`src/logic/debug_pkg.sv`:
```
package debug_pkg;

    localparam int CLKS_PER_BIT = 8;
    localparam int CLK_CNT_W    = $clog2(CLKS_PER_BIT);

    localparam int IM_BYTES  = 64;  // 16 instructions
    localparam int DM_BYTES  = 16;
    localparam int RB_REGS   = 8;
    localparam int IM_ADDR_W = 6;
    localparam int DM_ADDR_W = 4;
    localparam int RB_ADDR_W = 3;

    typedef enum logic [3:0] {
        IDLE,
        START_WRITE_IM,
        WRITE_IM,
        READY,
        START,
        STEP_BY_STEP,
        SEND_PC,
        SEND_MEM,
        SEND_BR
    } dbg_state_e;

    // Host command bytes
    typedef enum logic [7:0] {
        CMD_WRITE_IM     = 8'd1,
        CMD_START        = 8'd2,
        CMD_STEP_BY_STEP = 8'd3,
        CMD_SEND_BR      = 8'd4,
        CMD_SEND_MEM     = 8'd5,
        CMD_SEND_PC      = 8'd6,
        CMD_STEP         = 8'd7,
        CMD_CONTINUE     = 8'd8
    } dbg_cmd_e;

    typedef enum logic [7:0] {
        OP_NOP  = 8'h00,
        OP_ADDI = 8'h01,
        OP_ADD  = 8'h02,
        OP_SB   = 8'h03,
        OP_HALT = 8'hff
    } core_op_e;

    typedef struct packed {
        logic       strobe;
        logic [7:0] data;
    } uart_byte_t;

    typedef struct packed {
        logic                 en;
        logic [IM_ADDR_W-1:0] addr;
        logic [7:0]           data;
    } im_write_t;

    typedef struct packed {
        logic clear;
        logic run;
        logic step;
    } core_ctrl_t;

    typedef struct packed {
        logic        halted;
        logic [31:0] pc;
    } core_status_t;

endpackage
```
`src/logic/debug_system.sv`:
```
`timescale 1ns/1ns

module debug_system import debug_pkg::*; (
    input  logic i_clock,
    input  logic i_reset,
    input  logic i_rx_serial,
    output logic o_tx_serial,
    output logic o_halted
);

    uart_byte_t           rx_byte;
    logic                 tx_start;
    logic [7:0]           tx_data;
    logic                 tx_done;
    im_write_t            im_write;
    core_ctrl_t           core_ctrl;
    core_status_t         status;
    logic [RB_ADDR_W-1:0] rb_addr;
    logic [DM_ADDR_W-1:0] dm_addr;
    logic [31:0]          rb_data;
    logic [7:0]           dm_data;

    uart_rx i_uart_rx (
        .i_clock     (i_clock),
        .i_reset     (i_reset),
        .i_rx_serial (i_rx_serial),
        .o_rx        (rx_byte)
    );

    uart_tx i_uart_tx (
        .i_clock     (i_clock),
        .i_reset     (i_reset),
        .i_tx_start  (tx_start),
        .i_tx_data   (tx_data),
        .o_tx_serial (o_tx_serial),
        .o_tx_done   (tx_done)
    );

    debug_unit i_debug_unit (
        .i_clock     (i_clock),
        .i_reset     (i_reset),
        .i_rx        (rx_byte),
        .i_tx_done   (tx_done),
        .i_status    (status),
        .i_rb_data   (rb_data),
        .i_dm_data   (dm_data),
        .o_tx_start  (tx_start),
        .o_tx_data   (tx_data),
        .o_im_write  (im_write),
        .o_core_ctrl (core_ctrl),
        .o_rb_addr   (rb_addr),
        .o_dm_addr   (dm_addr)
    );

    mini_core i_mini_core (
        .i_clock    (i_clock),
        .i_reset    (i_reset),
        .i_im_write (im_write),
        .i_ctrl     (core_ctrl),
        .i_rb_addr  (rb_addr),
        .i_dm_addr  (dm_addr),
        .o_status   (status),
        .o_rb_data  (rb_data),
        .o_dm_data  (dm_data)
    );

    assign o_halted = status.halted;

endmodule

```
`src/logic/mini_core.sv`:
```
`timescale 1ns/1ns

module mini_core import debug_pkg::*; (
    input  logic                 i_clock,
    input  logic                 i_reset,
    input  im_write_t            i_im_write,
    input  core_ctrl_t           i_ctrl,
    input  logic [RB_ADDR_W-1:0] i_rb_addr,
    input  logic [DM_ADDR_W-1:0] i_dm_addr,
    output core_status_t         o_status,
    output logic [31:0]          o_rb_data,
    output logic [7:0]           o_dm_data
);

    logic [7:0]           imem [IM_BYTES];
    logic [7:0]           dmem [DM_BYTES];
    logic [31:0]          regs [RB_REGS];

    logic [IM_ADDR_W-1:0] pc;
    logic                 halted;
    logic                 exec;
    logic [31:0]          instr;
    core_op_e             op;
    logic [RB_ADDR_W-1:0] rd;
    logic [RB_ADDR_W-1:0] rs;
    logic [RB_ADDR_W-1:0] rt;
    logic [31:0]          imm_ext;

    // Loaded byte by byte from the debugger
    always_ff @(posedge i_clock) begin
        if (i_im_write.en) begin
            imem[i_im_write.addr] <= i_im_write.data;
        end
    end

    // Big-endian fetch
    assign instr = {imem[pc],
                    imem[pc + IM_ADDR_W'(1)],
                    imem[pc + IM_ADDR_W'(2)],
                    imem[pc + IM_ADDR_W'(3)]};

    assign op      = core_op_e'(instr[31:24]);
    assign rd      = instr[20 +: RB_ADDR_W];
    assign rs      = instr[16 +: RB_ADDR_W];
    assign rt      = instr[12 +: RB_ADDR_W];
    assign imm_ext = {{16{instr[15]}}, instr[15:0]};  // Sign extended

    assign exec = (i_ctrl.run || i_ctrl.step) && !halted;

    always_ff @(posedge i_clock) begin
        if (i_reset || i_ctrl.clear) begin
            pc     <= '0;
            halted <= 1'b0;
        end else if (exec) begin
            if (op == OP_HALT) begin
                halted <= 1'b1;  // PC stays on the halt
            end else begin
                pc <= pc + IM_ADDR_W'(4);
            end
        end
    end

    always_ff @(posedge i_clock) begin
        if (i_reset || i_ctrl.clear) begin
            for (int i = 0; i < RB_REGS; i++) begin
                regs[i] <= '0;
            end
            for (int i = 0; i < DM_BYTES; i++) begin
                dmem[i] <= '0;
            end
        end else if (exec) begin
            case (op)
                OP_ADDI: regs[rd] <= regs[rs] + imm_ext;
                OP_ADD:  regs[rd] <= regs[rs] + regs[rt];
                OP_SB:   dmem[instr[DM_ADDR_W-1:0]] <= regs[rs][7:0];
                default: ;  // NOP, HALT and unknown opcodes
            endcase
        end
    end

    // Debug read ports
    assign o_status.halted = halted;
    assign o_status.pc     = 32'(pc);
    assign o_rb_data       = regs[i_rb_addr];
    assign o_dm_data       = dmem[i_dm_addr];

endmodule

```
`src/logic/debug_unit.sv`:
```
`timescale 1ns/1ns

module debug_unit import debug_pkg::*; (
    input  logic                 i_clock,
    input  logic                 i_reset,
    input  uart_byte_t           i_rx,
    input  logic                 i_tx_done,
    input  core_status_t         i_status,
    input  logic [31:0]          i_rb_data,
    input  logic [7:0]           i_dm_data,
    output logic                 o_tx_start,
    output logic [7:0]           o_tx_data,
    output im_write_t            o_im_write,
    output core_ctrl_t           o_core_ctrl,
    output logic [RB_ADDR_W-1:0] o_rb_addr,
    output logic [DM_ADDR_W-1:0] o_dm_addr
);

    dbg_state_e           state;
    dbg_state_e           ret_state;  // IDLE ends a dump, STEP_BY_STEP chains it
    dbg_cmd_e             cmd;
    logic [IM_ADDR_W-1:0] load_cnt;
    logic [1:0]           byte_cnt;
    logic [DM_ADDR_W-1:0] dm_cnt;
    logic [RB_ADDR_W-1:0] rb_cnt;
    logic                 sending;
    logic [7:0]           tx_byte;

    // Byte idx of a word, most significant first
    function automatic logic [7:0] msb_byte(input logic [31:0] word, input logic [1:0] idx);
        logic [4:0] shift;
        shift = {~idx, 3'b000};
        return word[shift +: 8];
    endfunction

    assign cmd       = dbg_cmd_e'(i_rx.data);
    assign o_rb_addr = rb_cnt;
    assign o_dm_addr = dm_cnt;

    always_comb begin
        case (state)
            SEND_MEM: tx_byte = i_dm_data;
            SEND_BR:  tx_byte = msb_byte(i_rb_data, byte_cnt);
            default:  tx_byte = msb_byte(i_status.pc, byte_cnt);
        endcase
    end

    always_ff @(posedge i_clock) begin
        if (i_reset) begin
            state         <= IDLE;
            ret_state     <= IDLE;
            load_cnt      <= '0;
            byte_cnt      <= '0;
            dm_cnt        <= '0;
            rb_cnt        <= '0;
            sending       <= 1'b0;
            o_tx_start    <= 1'b0;
            o_im_write.en <= 1'b0;
            o_core_ctrl   <= '0;
        end else begin
            // Single cycle pulses
            o_tx_start        <= 1'b0;
            o_im_write.en     <= 1'b0;
            o_core_ctrl.clear <= 1'b0;
            o_core_ctrl.step  <= 1'b0;

            case (state)
                IDLE: begin
                    if (i_rx.strobe) begin
                        ret_state <= IDLE;
                        case (cmd)
                            CMD_WRITE_IM: begin
                                o_core_ctrl.clear <= 1'b1;
                                load_cnt          <= '0;
                                state             <= START_WRITE_IM;
                            end
                            CMD_SEND_PC:  state <= SEND_PC;
                            CMD_SEND_MEM: state <= SEND_MEM;
                            CMD_SEND_BR:  state <= SEND_BR;
                            default: ;
                        endcase
                    end
                end
                START_WRITE_IM: state <= WRITE_IM;  // Clear pulse lands here
                WRITE_IM: begin
                    if (i_rx.strobe) begin
                        o_im_write.en   <= 1'b1;
                        o_im_write.addr <= load_cnt;
                        o_im_write.data <= i_rx.data;
                        load_cnt        <= load_cnt + 1'b1;
                        if (load_cnt == IM_ADDR_W'(IM_BYTES - 1)) begin
                            state <= READY;
                        end
                    end
                end
                READY: begin
                    if (i_rx.strobe) begin
                        case (cmd)
                            CMD_START: begin
                                o_core_ctrl.run <= 1'b1;
                                state           <= START;
                            end
                            CMD_STEP_BY_STEP: state <= STEP_BY_STEP;
                            default: ;
                        endcase
                    end
                end
                START: begin
                    if (i_status.halted) begin
                        o_core_ctrl.run <= 1'b0;
                        state           <= IDLE;
                    end
                end
                STEP_BY_STEP: begin
                    if (i_rx.strobe) begin
                        case (cmd)
                            CMD_STEP: begin
                                o_core_ctrl.step <= 1'b1;
                                ret_state        <= STEP_BY_STEP;
                                state            <= SEND_PC;
                            end
                            CMD_CONTINUE: begin
                                o_core_ctrl.run <= 1'b1;
                                state           <= START;
                            end
                            default: ;
                        endcase
                    end
                end
                SEND_PC, SEND_MEM, SEND_BR: begin
                    // Hold the first byte until a pending step has executed
                    if (!sending && !o_core_ctrl.step) begin
                        o_tx_start <= 1'b1;
                        o_tx_data  <= tx_byte;
                        sending    <= 1'b1;
                    end else if (sending && i_tx_done) begin
                        sending <= 1'b0;
                        case (state)
                            SEND_PC: begin
                                byte_cnt <= byte_cnt + 1'b1;
                                if (byte_cnt == 2'd3) begin
                                    state <= (ret_state == STEP_BY_STEP) ? SEND_MEM : IDLE;
                                end
                            end
                            SEND_MEM: begin
                                dm_cnt <= dm_cnt + 1'b1;
                                if (dm_cnt == DM_ADDR_W'(DM_BYTES - 1)) begin
                                    dm_cnt <= '0;
                                    state  <= (ret_state == STEP_BY_STEP) ? SEND_BR : IDLE;
                                end
                            end
                            default: begin
                                byte_cnt <= byte_cnt + 1'b1;
                                if (byte_cnt == 2'd3) begin
                                    rb_cnt <= rb_cnt + 1'b1;
                                    if (rb_cnt == RB_ADDR_W'(RB_REGS - 1)) begin
                                        rb_cnt <= '0;
                                        if (ret_state == STEP_BY_STEP && !i_status.halted) begin
                                            state <= STEP_BY_STEP;
                                        end else begin
                                            state <= IDLE;
                                        end
                                    end
                                end
                            end
                        endcase
                    end
                end
                default: state <= IDLE;
            endcase
        end
    end

endmodule

```
`src/logic/uart_tx.sv`:
```
`timescale 1ns/1ns

module uart_tx import debug_pkg::*; (
    input  logic       i_clock,
    input  logic       i_reset,
    input  logic       i_tx_start,
    input  logic [7:0] i_tx_data,
    output logic       o_tx_serial,
    output logic       o_tx_done
);

    typedef enum logic [1:0] {
        TX_IDLE,
        TX_START,
        TX_DATA,
        TX_STOP
    } tx_state_e;

    tx_state_e            state;
    logic [CLK_CNT_W-1:0] clk_cnt;
    logic [2:0]           bit_cnt;
    logic [7:0]           shift;
    logic                 bit_end;

    assign bit_end = (clk_cnt == CLK_CNT_W'(CLKS_PER_BIT - 1));

    always_ff @(posedge i_clock) begin
        if (i_reset) begin
            state       <= TX_IDLE;
            clk_cnt     <= '0;
            bit_cnt     <= '0;
            o_tx_serial <= 1'b1;  // Line idles high
            o_tx_done   <= 1'b0;
        end else begin
            o_tx_done <= 1'b0;
            clk_cnt   <= bit_end ? '0 : clk_cnt + 1'b1;
            case (state)
                TX_IDLE: begin
                    clk_cnt     <= '0;
                    o_tx_serial <= 1'b1;
                    if (i_tx_start) begin
                        shift       <= i_tx_data;
                        o_tx_serial <= 1'b0;
                        state       <= TX_START;
                    end
                end
                TX_START: begin
                    if (bit_end) begin
                        o_tx_serial <= shift[0];
                        bit_cnt     <= '0;
                        state       <= TX_DATA;
                    end
                end
                TX_DATA: begin
                    if (bit_end) begin
                        if (bit_cnt == 3'd7) begin
                            o_tx_serial <= 1'b1;  // Stop bit
                            state       <= TX_STOP;
                        end else begin
                            shift       <= shift >> 1;
                            o_tx_serial <= shift[1];
                            bit_cnt     <= bit_cnt + 1'b1;
                        end
                    end
                end
                TX_STOP: begin
                    if (bit_end) begin
                        o_tx_done <= 1'b1;
                        state     <= TX_IDLE;
                    end
                end
                default: state <= TX_IDLE;
            endcase
        end
    end

endmodule

```
`src/logic/uart_rx.sv`:
```
`timescale 1ns/1ns

module uart_rx import debug_pkg::*; (
    input  logic       i_clock,
    input  logic       i_reset,
    input  logic       i_rx_serial,
    output uart_byte_t o_rx
);

    typedef enum logic [1:0] {
        RX_IDLE,
        RX_START,
        RX_DATA,
        RX_STOP
    } rx_state_e;

    rx_state_e              state;
    logic [1:0]             sync;
    logic                   rx_bit;
    logic [CLK_CNT_W-1:0]   clk_cnt;
    logic [2:0]             bit_cnt;
    logic [7:0]             shift;

    // Line is asynchronous to the core clock
    always_ff @(posedge i_clock) begin
        if (i_reset) begin
            sync <= 2'b11;
        end else begin
            sync <= {sync[0], i_rx_serial};
        end
    end

    assign rx_bit = sync[1];

    always_ff @(posedge i_clock) begin
        if (i_reset) begin
            state       <= RX_IDLE;
            clk_cnt     <= '0;
            bit_cnt     <= '0;
            o_rx.strobe <= 1'b0;
        end else begin
            o_rx.strobe <= 1'b0;
            case (state)
                RX_IDLE: begin
                    clk_cnt <= '0;
                    if (!rx_bit) begin
                        state <= RX_START;
                    end
                end
                RX_START: begin
                    if (clk_cnt == CLK_CNT_W'(CLKS_PER_BIT / 2 - 1)) begin
                        clk_cnt <= '0;
                        bit_cnt <= '0;
                        state   <= rx_bit ? RX_IDLE : RX_DATA;  // Glitch, not a start bit
                    end else begin
                        clk_cnt <= clk_cnt + 1'b1;
                    end
                end
                RX_DATA: begin
                    if (clk_cnt == CLK_CNT_W'(CLKS_PER_BIT - 1)) begin
                        clk_cnt <= '0;
                        shift   <= {rx_bit, shift[7:1]};  // LSB arrives first
                        bit_cnt <= bit_cnt + 1'b1;
                        if (bit_cnt == 3'd7) begin
                            state <= RX_STOP;
                        end
                    end else begin
                        clk_cnt <= clk_cnt + 1'b1;
                    end
                end
                RX_STOP: begin
                    if (clk_cnt == CLK_CNT_W'(CLKS_PER_BIT - 1)) begin
                        o_rx.strobe <= 1'b1;
                        o_rx.data   <= shift;
                        state       <= RX_IDLE;
                    end else begin
                        clk_cnt <= clk_cnt + 1'b1;
                    end
                end
                default: state <= RX_IDLE;
            endcase
        end
    end

endmodule

```
`config.mk`:
```
export PLATFORM = sky130hd
export DESIGN_NAME = debug_system
export DESIGN_NICKNAME = d
export VERILOG_FILES = /design/src/logic/debug_pkg.sv /design/src/logic/debug_system.sv /design/src/logic/mini_core.sv /design/src/logic/debug_unit.sv /design/src/logic/uart_tx.sv /design/src/logic/uart_rx.sv
export SDC_FILE = /design/constraint.sdc
export NUM_CORES = 2
export LEC_CHECK = 0
export BUFFER_PORTS_ARGS = -buffer_cell sky130_fd_sc_hd__buf_2
export CAP_MARGIN = 20
export CORE_ASPECT_RATIO = 0.75
export CORE_MARGIN = 2
export CORE_UTILIZATION = 59
export CTS_BUF_LIST = sky130_fd_sc_hd__clkbuf_8 sky130_fd_sc_hd__clkbuf_16
export CTS_CLUSTER_DIAMETER = 120
export DETAILED_ROUTE_END_ITERATION = 8
export PLACE_DENSITY = 0.86
export SLEW_MARGIN = 10
export SYNTH_ARGS = -nofsm -noshare
export SYNTH_HDL_FRONTEND = slang
export SYNTH_SLANG_ARGS = --single-unit
```
`constraint.sdc`:
```
create_clock -name i_clock -period 8.1 [get_ports i_clock]
set_input_delay 1.62 -clock i_clock [delete_from_list [all_inputs] [get_ports i_clock]]
set_output_delay 1.62 -clock i_clock [all_outputs]
set_load 0.01 [all_outputs]
```
==> metrics.md <==
| Metric | Value |
|---|---|
| Flop pwr share | `54.5%` |
| Hold_sp | `i_uart_rx.sync[0]` |
| CP arrival | `7.37 ns` |
| Number of fill cells | `5136` |
| Syn. warnings | `0` |
| Power per Cell Area | `204 nW/um^2` |
| Sw Share | `21.4%` |
| H-tree levels | `3` |
| CP Capture Type | `flop` |
| Most used DFF post-synth | `edfxtp_1` |
| Post-CTS sizing | `0` |
| HP Class | `flop to flop` |
| VDD IR max | `0.000168 V` |
| Sequential share of the synthesized area | `62.5%` |
| Fmax | `roughly 0.14 GHz` |
| Hold EP | `i_uart_rx.sync[1]` |
| Die H | `245 um` |
| Reg-to-Reg Start | `i_mini_core.pc[4]` |
| Mapped Nets | `3327` |
| WP data required | `8.47 ns` |
| Async set-reset flop share out of synthesis | `0%` |
| First DRT Iteration DRCs | `5064` |
| Hold-fix buffers at CTS | `0` |
| Post-route setup slack | `1.10 ns` |
| Total grt overflow | `0` |
| Top cells by count, synth | `edfxtp_1 (910), nor2_1 (543), nand2_1 (386), mux4_2 (284), clkbuf_1 (133)` |
| EDFF count, synth | `910` |
| Leakage power | `roughly 17 nW` |
| Worst slew margin | `27.9%` |
| Delay-heaviest family, CP | `simple AND/OR/NAND/NOR gates` |
| Main combinational cell family by area after synthesis | `multiplexers` |
| Yosys cell types | `72` |
| Cell internal pwr | `8.02 mW` |
| Most used cell, CP | `a21oi_1` |
| DRT Pass-1 Iters | `6` |
| Vias per cell | `6.91` |
| TritonCTS Buffers | `a little under 90` |
| Wire per inst | `27.8 um` |
| Initial Util | `59.5%` |
| Clock power frac | `42.3%` |
| Die Wd | `325 um` |
| Final min period | `about 7 ns` |
| Synth top area share | `59.8%` |
| Largest net degree at the start of global routing | `100` |
| Unrepaired setup endpoints after global routing | `false` |
| Mapped cell area | `45700 um^2` |
| CTS sink count | `973` |
| Worst path max stage delay | `0.80 ns` |
| Initial antenna violation count | `4` |
| Placed cell count | `4171` |
| Endpoints failing setup | `0` |
| Setup WS pre-CTS | `1.31 ns` |
| Nets | `3291` |
| Clock root cell | `clkbuf_16` |
| R2R setup slack | `~1.1 ns` |
| Total Power | `10.2 mW` |
| Total track usage | `about 30%` |
| Worst Path Buf+Inv | `2` |
| Maximum fanout along the worst path | `64` |
| FF+latch area | `between 20000 and 30000 um^2` |
| XOR/XNOR share of the synthesized area | `0.662%` |
| Worst slew pin tran | `roughly 1.1 ns` |
| First-pass GRT wire length | `between 150000 and 200000 um` |
| P&R area growth vs syn | `9.36%` |
| Critical path cell sequence | `buf_4, mux4_2, o22ai_1, or2_4, buf_4, nand2_1, nand3_1, o21ai_0, a21oi_1, o21a_1, ha_1, a21o_1, a21o_1, a21oi_1, nand4_1, a21oi_1, nor4_1, nor3_1, nor2_1` |
| Rows | `88` |
| Logic gate share of total power | `3.1%` |
| Simple-gate share of the synthesized area | `10.8%` |
| Crit Path Category | `flop to flop` |
| Final hold violations | `0` |
| Port Buf Inserts | `4` |
| I/O pin count | `5` |
| RD Place Congestion | `0.917` |
| Buffer levels on the longest clock path | `3` |
| Fin. max-slew vios | `0` |
| Max_cap viols | `0` |
| Outcome | `finished, final reports clean` |
| CTS clk-pin slew, worst paths | `0.07 ns` |
| Detailed-route DRC error count | `0` |
| Final period util | `about 86%` |
| Proportion of synthesized area in mux cells | `around 17%` |
| Post-Syn Area per Cell | `~14 um^2` |
| RR Endpoint | `i_mini_core.regs[1][30]` |
| Leading area contributor after synthesis | `edfxtp_1` |
| Mapped Cells | `3267` |
| Die area | `79700 um^2` |
| Via count | `30013` |
| Net Switching | `2.18 mW` |
| Number of global-route vias before repair | `29188` |
| Clock skew | `0.0448 ns` |
| TritonCTS clock tree | `done` |
| Reg2Reg Depth | `19` |
| Crit start category | `flop` |
| Final cell count without fillers | `between 4000 and 5000` |
| Routed WL | `between 100000 and 150000 um` |
| Most frequent cell after synthesis | `edfxtp_1` |
| Post-synthesis compound-gate area fraction | `5.13%` |
| Core ar. | `roughly 77000 um^2` |
| Min-Delay Path Depth | `1` |
| Post-Synth Adder-Cell Area | `1.58%` |
| Area contributors post-synth | `edfxtp_1 (60%), mux4_2 (14%), nor2_1 (4.5%)` |
| N_diodes | `0` |
| Slowest cell on crit path | `dfxtp_1` |
| Layout cells sized above 1 | `between 10% and 20%` |
| Setup tns final | `0 ns` |
| Multi-input logic area | `roughly 16000 um^2` |
| Post-synthesis register bit count | `between 900 and 1000` |
| DP HPWL | `72400 um` |
| Worst skew pair latency | `0.69 ns` |
| Antenna Nets Post-Route | `0` |
| Setup Fix Bufs, Post-CTS | `0` |
==> flip-flops by register name (all words and copies together) (netlist names), 6 cells and up, named ones only <==
register and cells:
i_debug_unit.o_tx_data 8, i_uart_rx.shift 8, i_uart_rx.o_rx 9, i_mini_core.imem 480, i_debug_unit.load_cnt 6, i_mini_core.dmem 128
i_uart_tx.shift 8, i_debug_unit.o_im_write 15, i_mini_core.regs 256
==> cell usage in the layout, fill, tap and decap left out, types with 9 or more instances in the layout <==
cell       Yosys  routed
a211oi_1       9       9
a21boi_0       9       9
a21o_1        14      14
a21oi_1       98      96
a221oi_1      17      17
a22oi_1       19      19
a31oi_1       13      13
buf_4          6      63
bufinv_16      0       9
clkbuf_16      0      90
clkinv_1       0      10
clkinv_2       0      16
dfxtp_1       63      56
edfxtp_1     910     910
ha_1          56      56
inv_1         41      59
mux2_2        44      44
mux2i_1       97      93
mux4_2       284     284
nand2_1      386     378
nand2_2        4      12
nand2b_1      16      15
nand3_1       79      76
nand3b_1      21      21
nand4_1       17      17
nor2_1       543     538
nor2b_1       21      21
nor3_1        28      28
nor4_1        10      10
o211ai_1      17      17
o21a_1        22      22
o21ai_0       87      87
o221ai_1       9       9
o22ai_1       14      14
xnor2_1       16      16
xor2_1        16      16
==> area by class of cell <==
| class | instances | area share (%) |
|---|---|---|
| Tap cell | 1035 | 2.59 |
| Sequential cell | 973 | 57.2 |
| Timing Repair Buffer | 75 | 1.32 |
| Inverter | 41 | 0.308 |
| Multi-Input combinational cell | 2052 | 32.6 |
| Clock inverter | 68 | 1.31 |
| Clock buffer | 97 | 4.70 |
==> per-stage QoR <==
step / utilization [%] / hold WS (ns) / instance area [um^2]
2_1_floorplan: - / 0.389 / 45700
3_5_place_dp: 61.0 / 0.415 / 46900
6_report: 65.0 / 0.420 / 50000
3_3_place_gp: 61.0 / 0.394 / 46900
4_1_cts: 64.9 / 0.428 / 49900
5_1_grt: 65.0 / 0.445 / 50000
==> logic make-up after synthesis <==
family | count (synthesis)
AND/OR/NAND/NOR | 1169
flip-flops | 973
multiplexers | 425
AO/OA/AOI/OAI | 368
buffers and inverters | 242
adder cells (fa/ha/maj) | 57
XOR/XNOR | 33
==> routing by layer <==
metal  vias up  routed length [um]  track usage (%)
met2      2427               54400             45.5
met1     14817               44300             43.6
met4         4                4390             10.5
met5         -                  23                0
li1      12379                   -                -
met3       386               17500             8.11
==> worst register-to-register path, delay by kind of cell (launching register included) <==
kind	cells	cell delay (ns)
buffers and inverters	2	1.07
muxes	1	0.32
adders and majority gates	1	0.30
DFF	1	0.80
AOI/OAI and AO/OA	8	1.95
and+or+nand+nor	7	2.25
==> how the worst max path moves through the flow <==
stage / endpoint / startpoint / slack (ns) / cells after the start
after floorplan: i_mini_core.regs[0][30] / i_reset / 2.30 / 19
after global placement: i_mini_core.regs[3][30] / i_reset / 1.45 / 19
after detailed placement: i_mini_core.regs[1][30] / flop / 1.31 / 16
after CTS: i_mini_core.regs[1][24] / flop / 1.14 / 16
after global routing: i_mini_core.regs[1][30] / i_mini_core.pc[2] / 0.71 / 19
final: i_mini_core.regs[1][30] / i_mini_core.pc[4] / 1.10 / 19
==> power groups by stage <==
stage	logic (mW)	registers, mW	clock network (mW)
final	0.320	5.56	4.32
after global routing	0.339	5.57	4.51
after CTS	0.305	5.56	4.33
after detailed placement	0.300	5.67	0
after global placement	0.293	5.66	0
after floorplan	0.206	5.65	0
(Power assumes the default switching activity.)
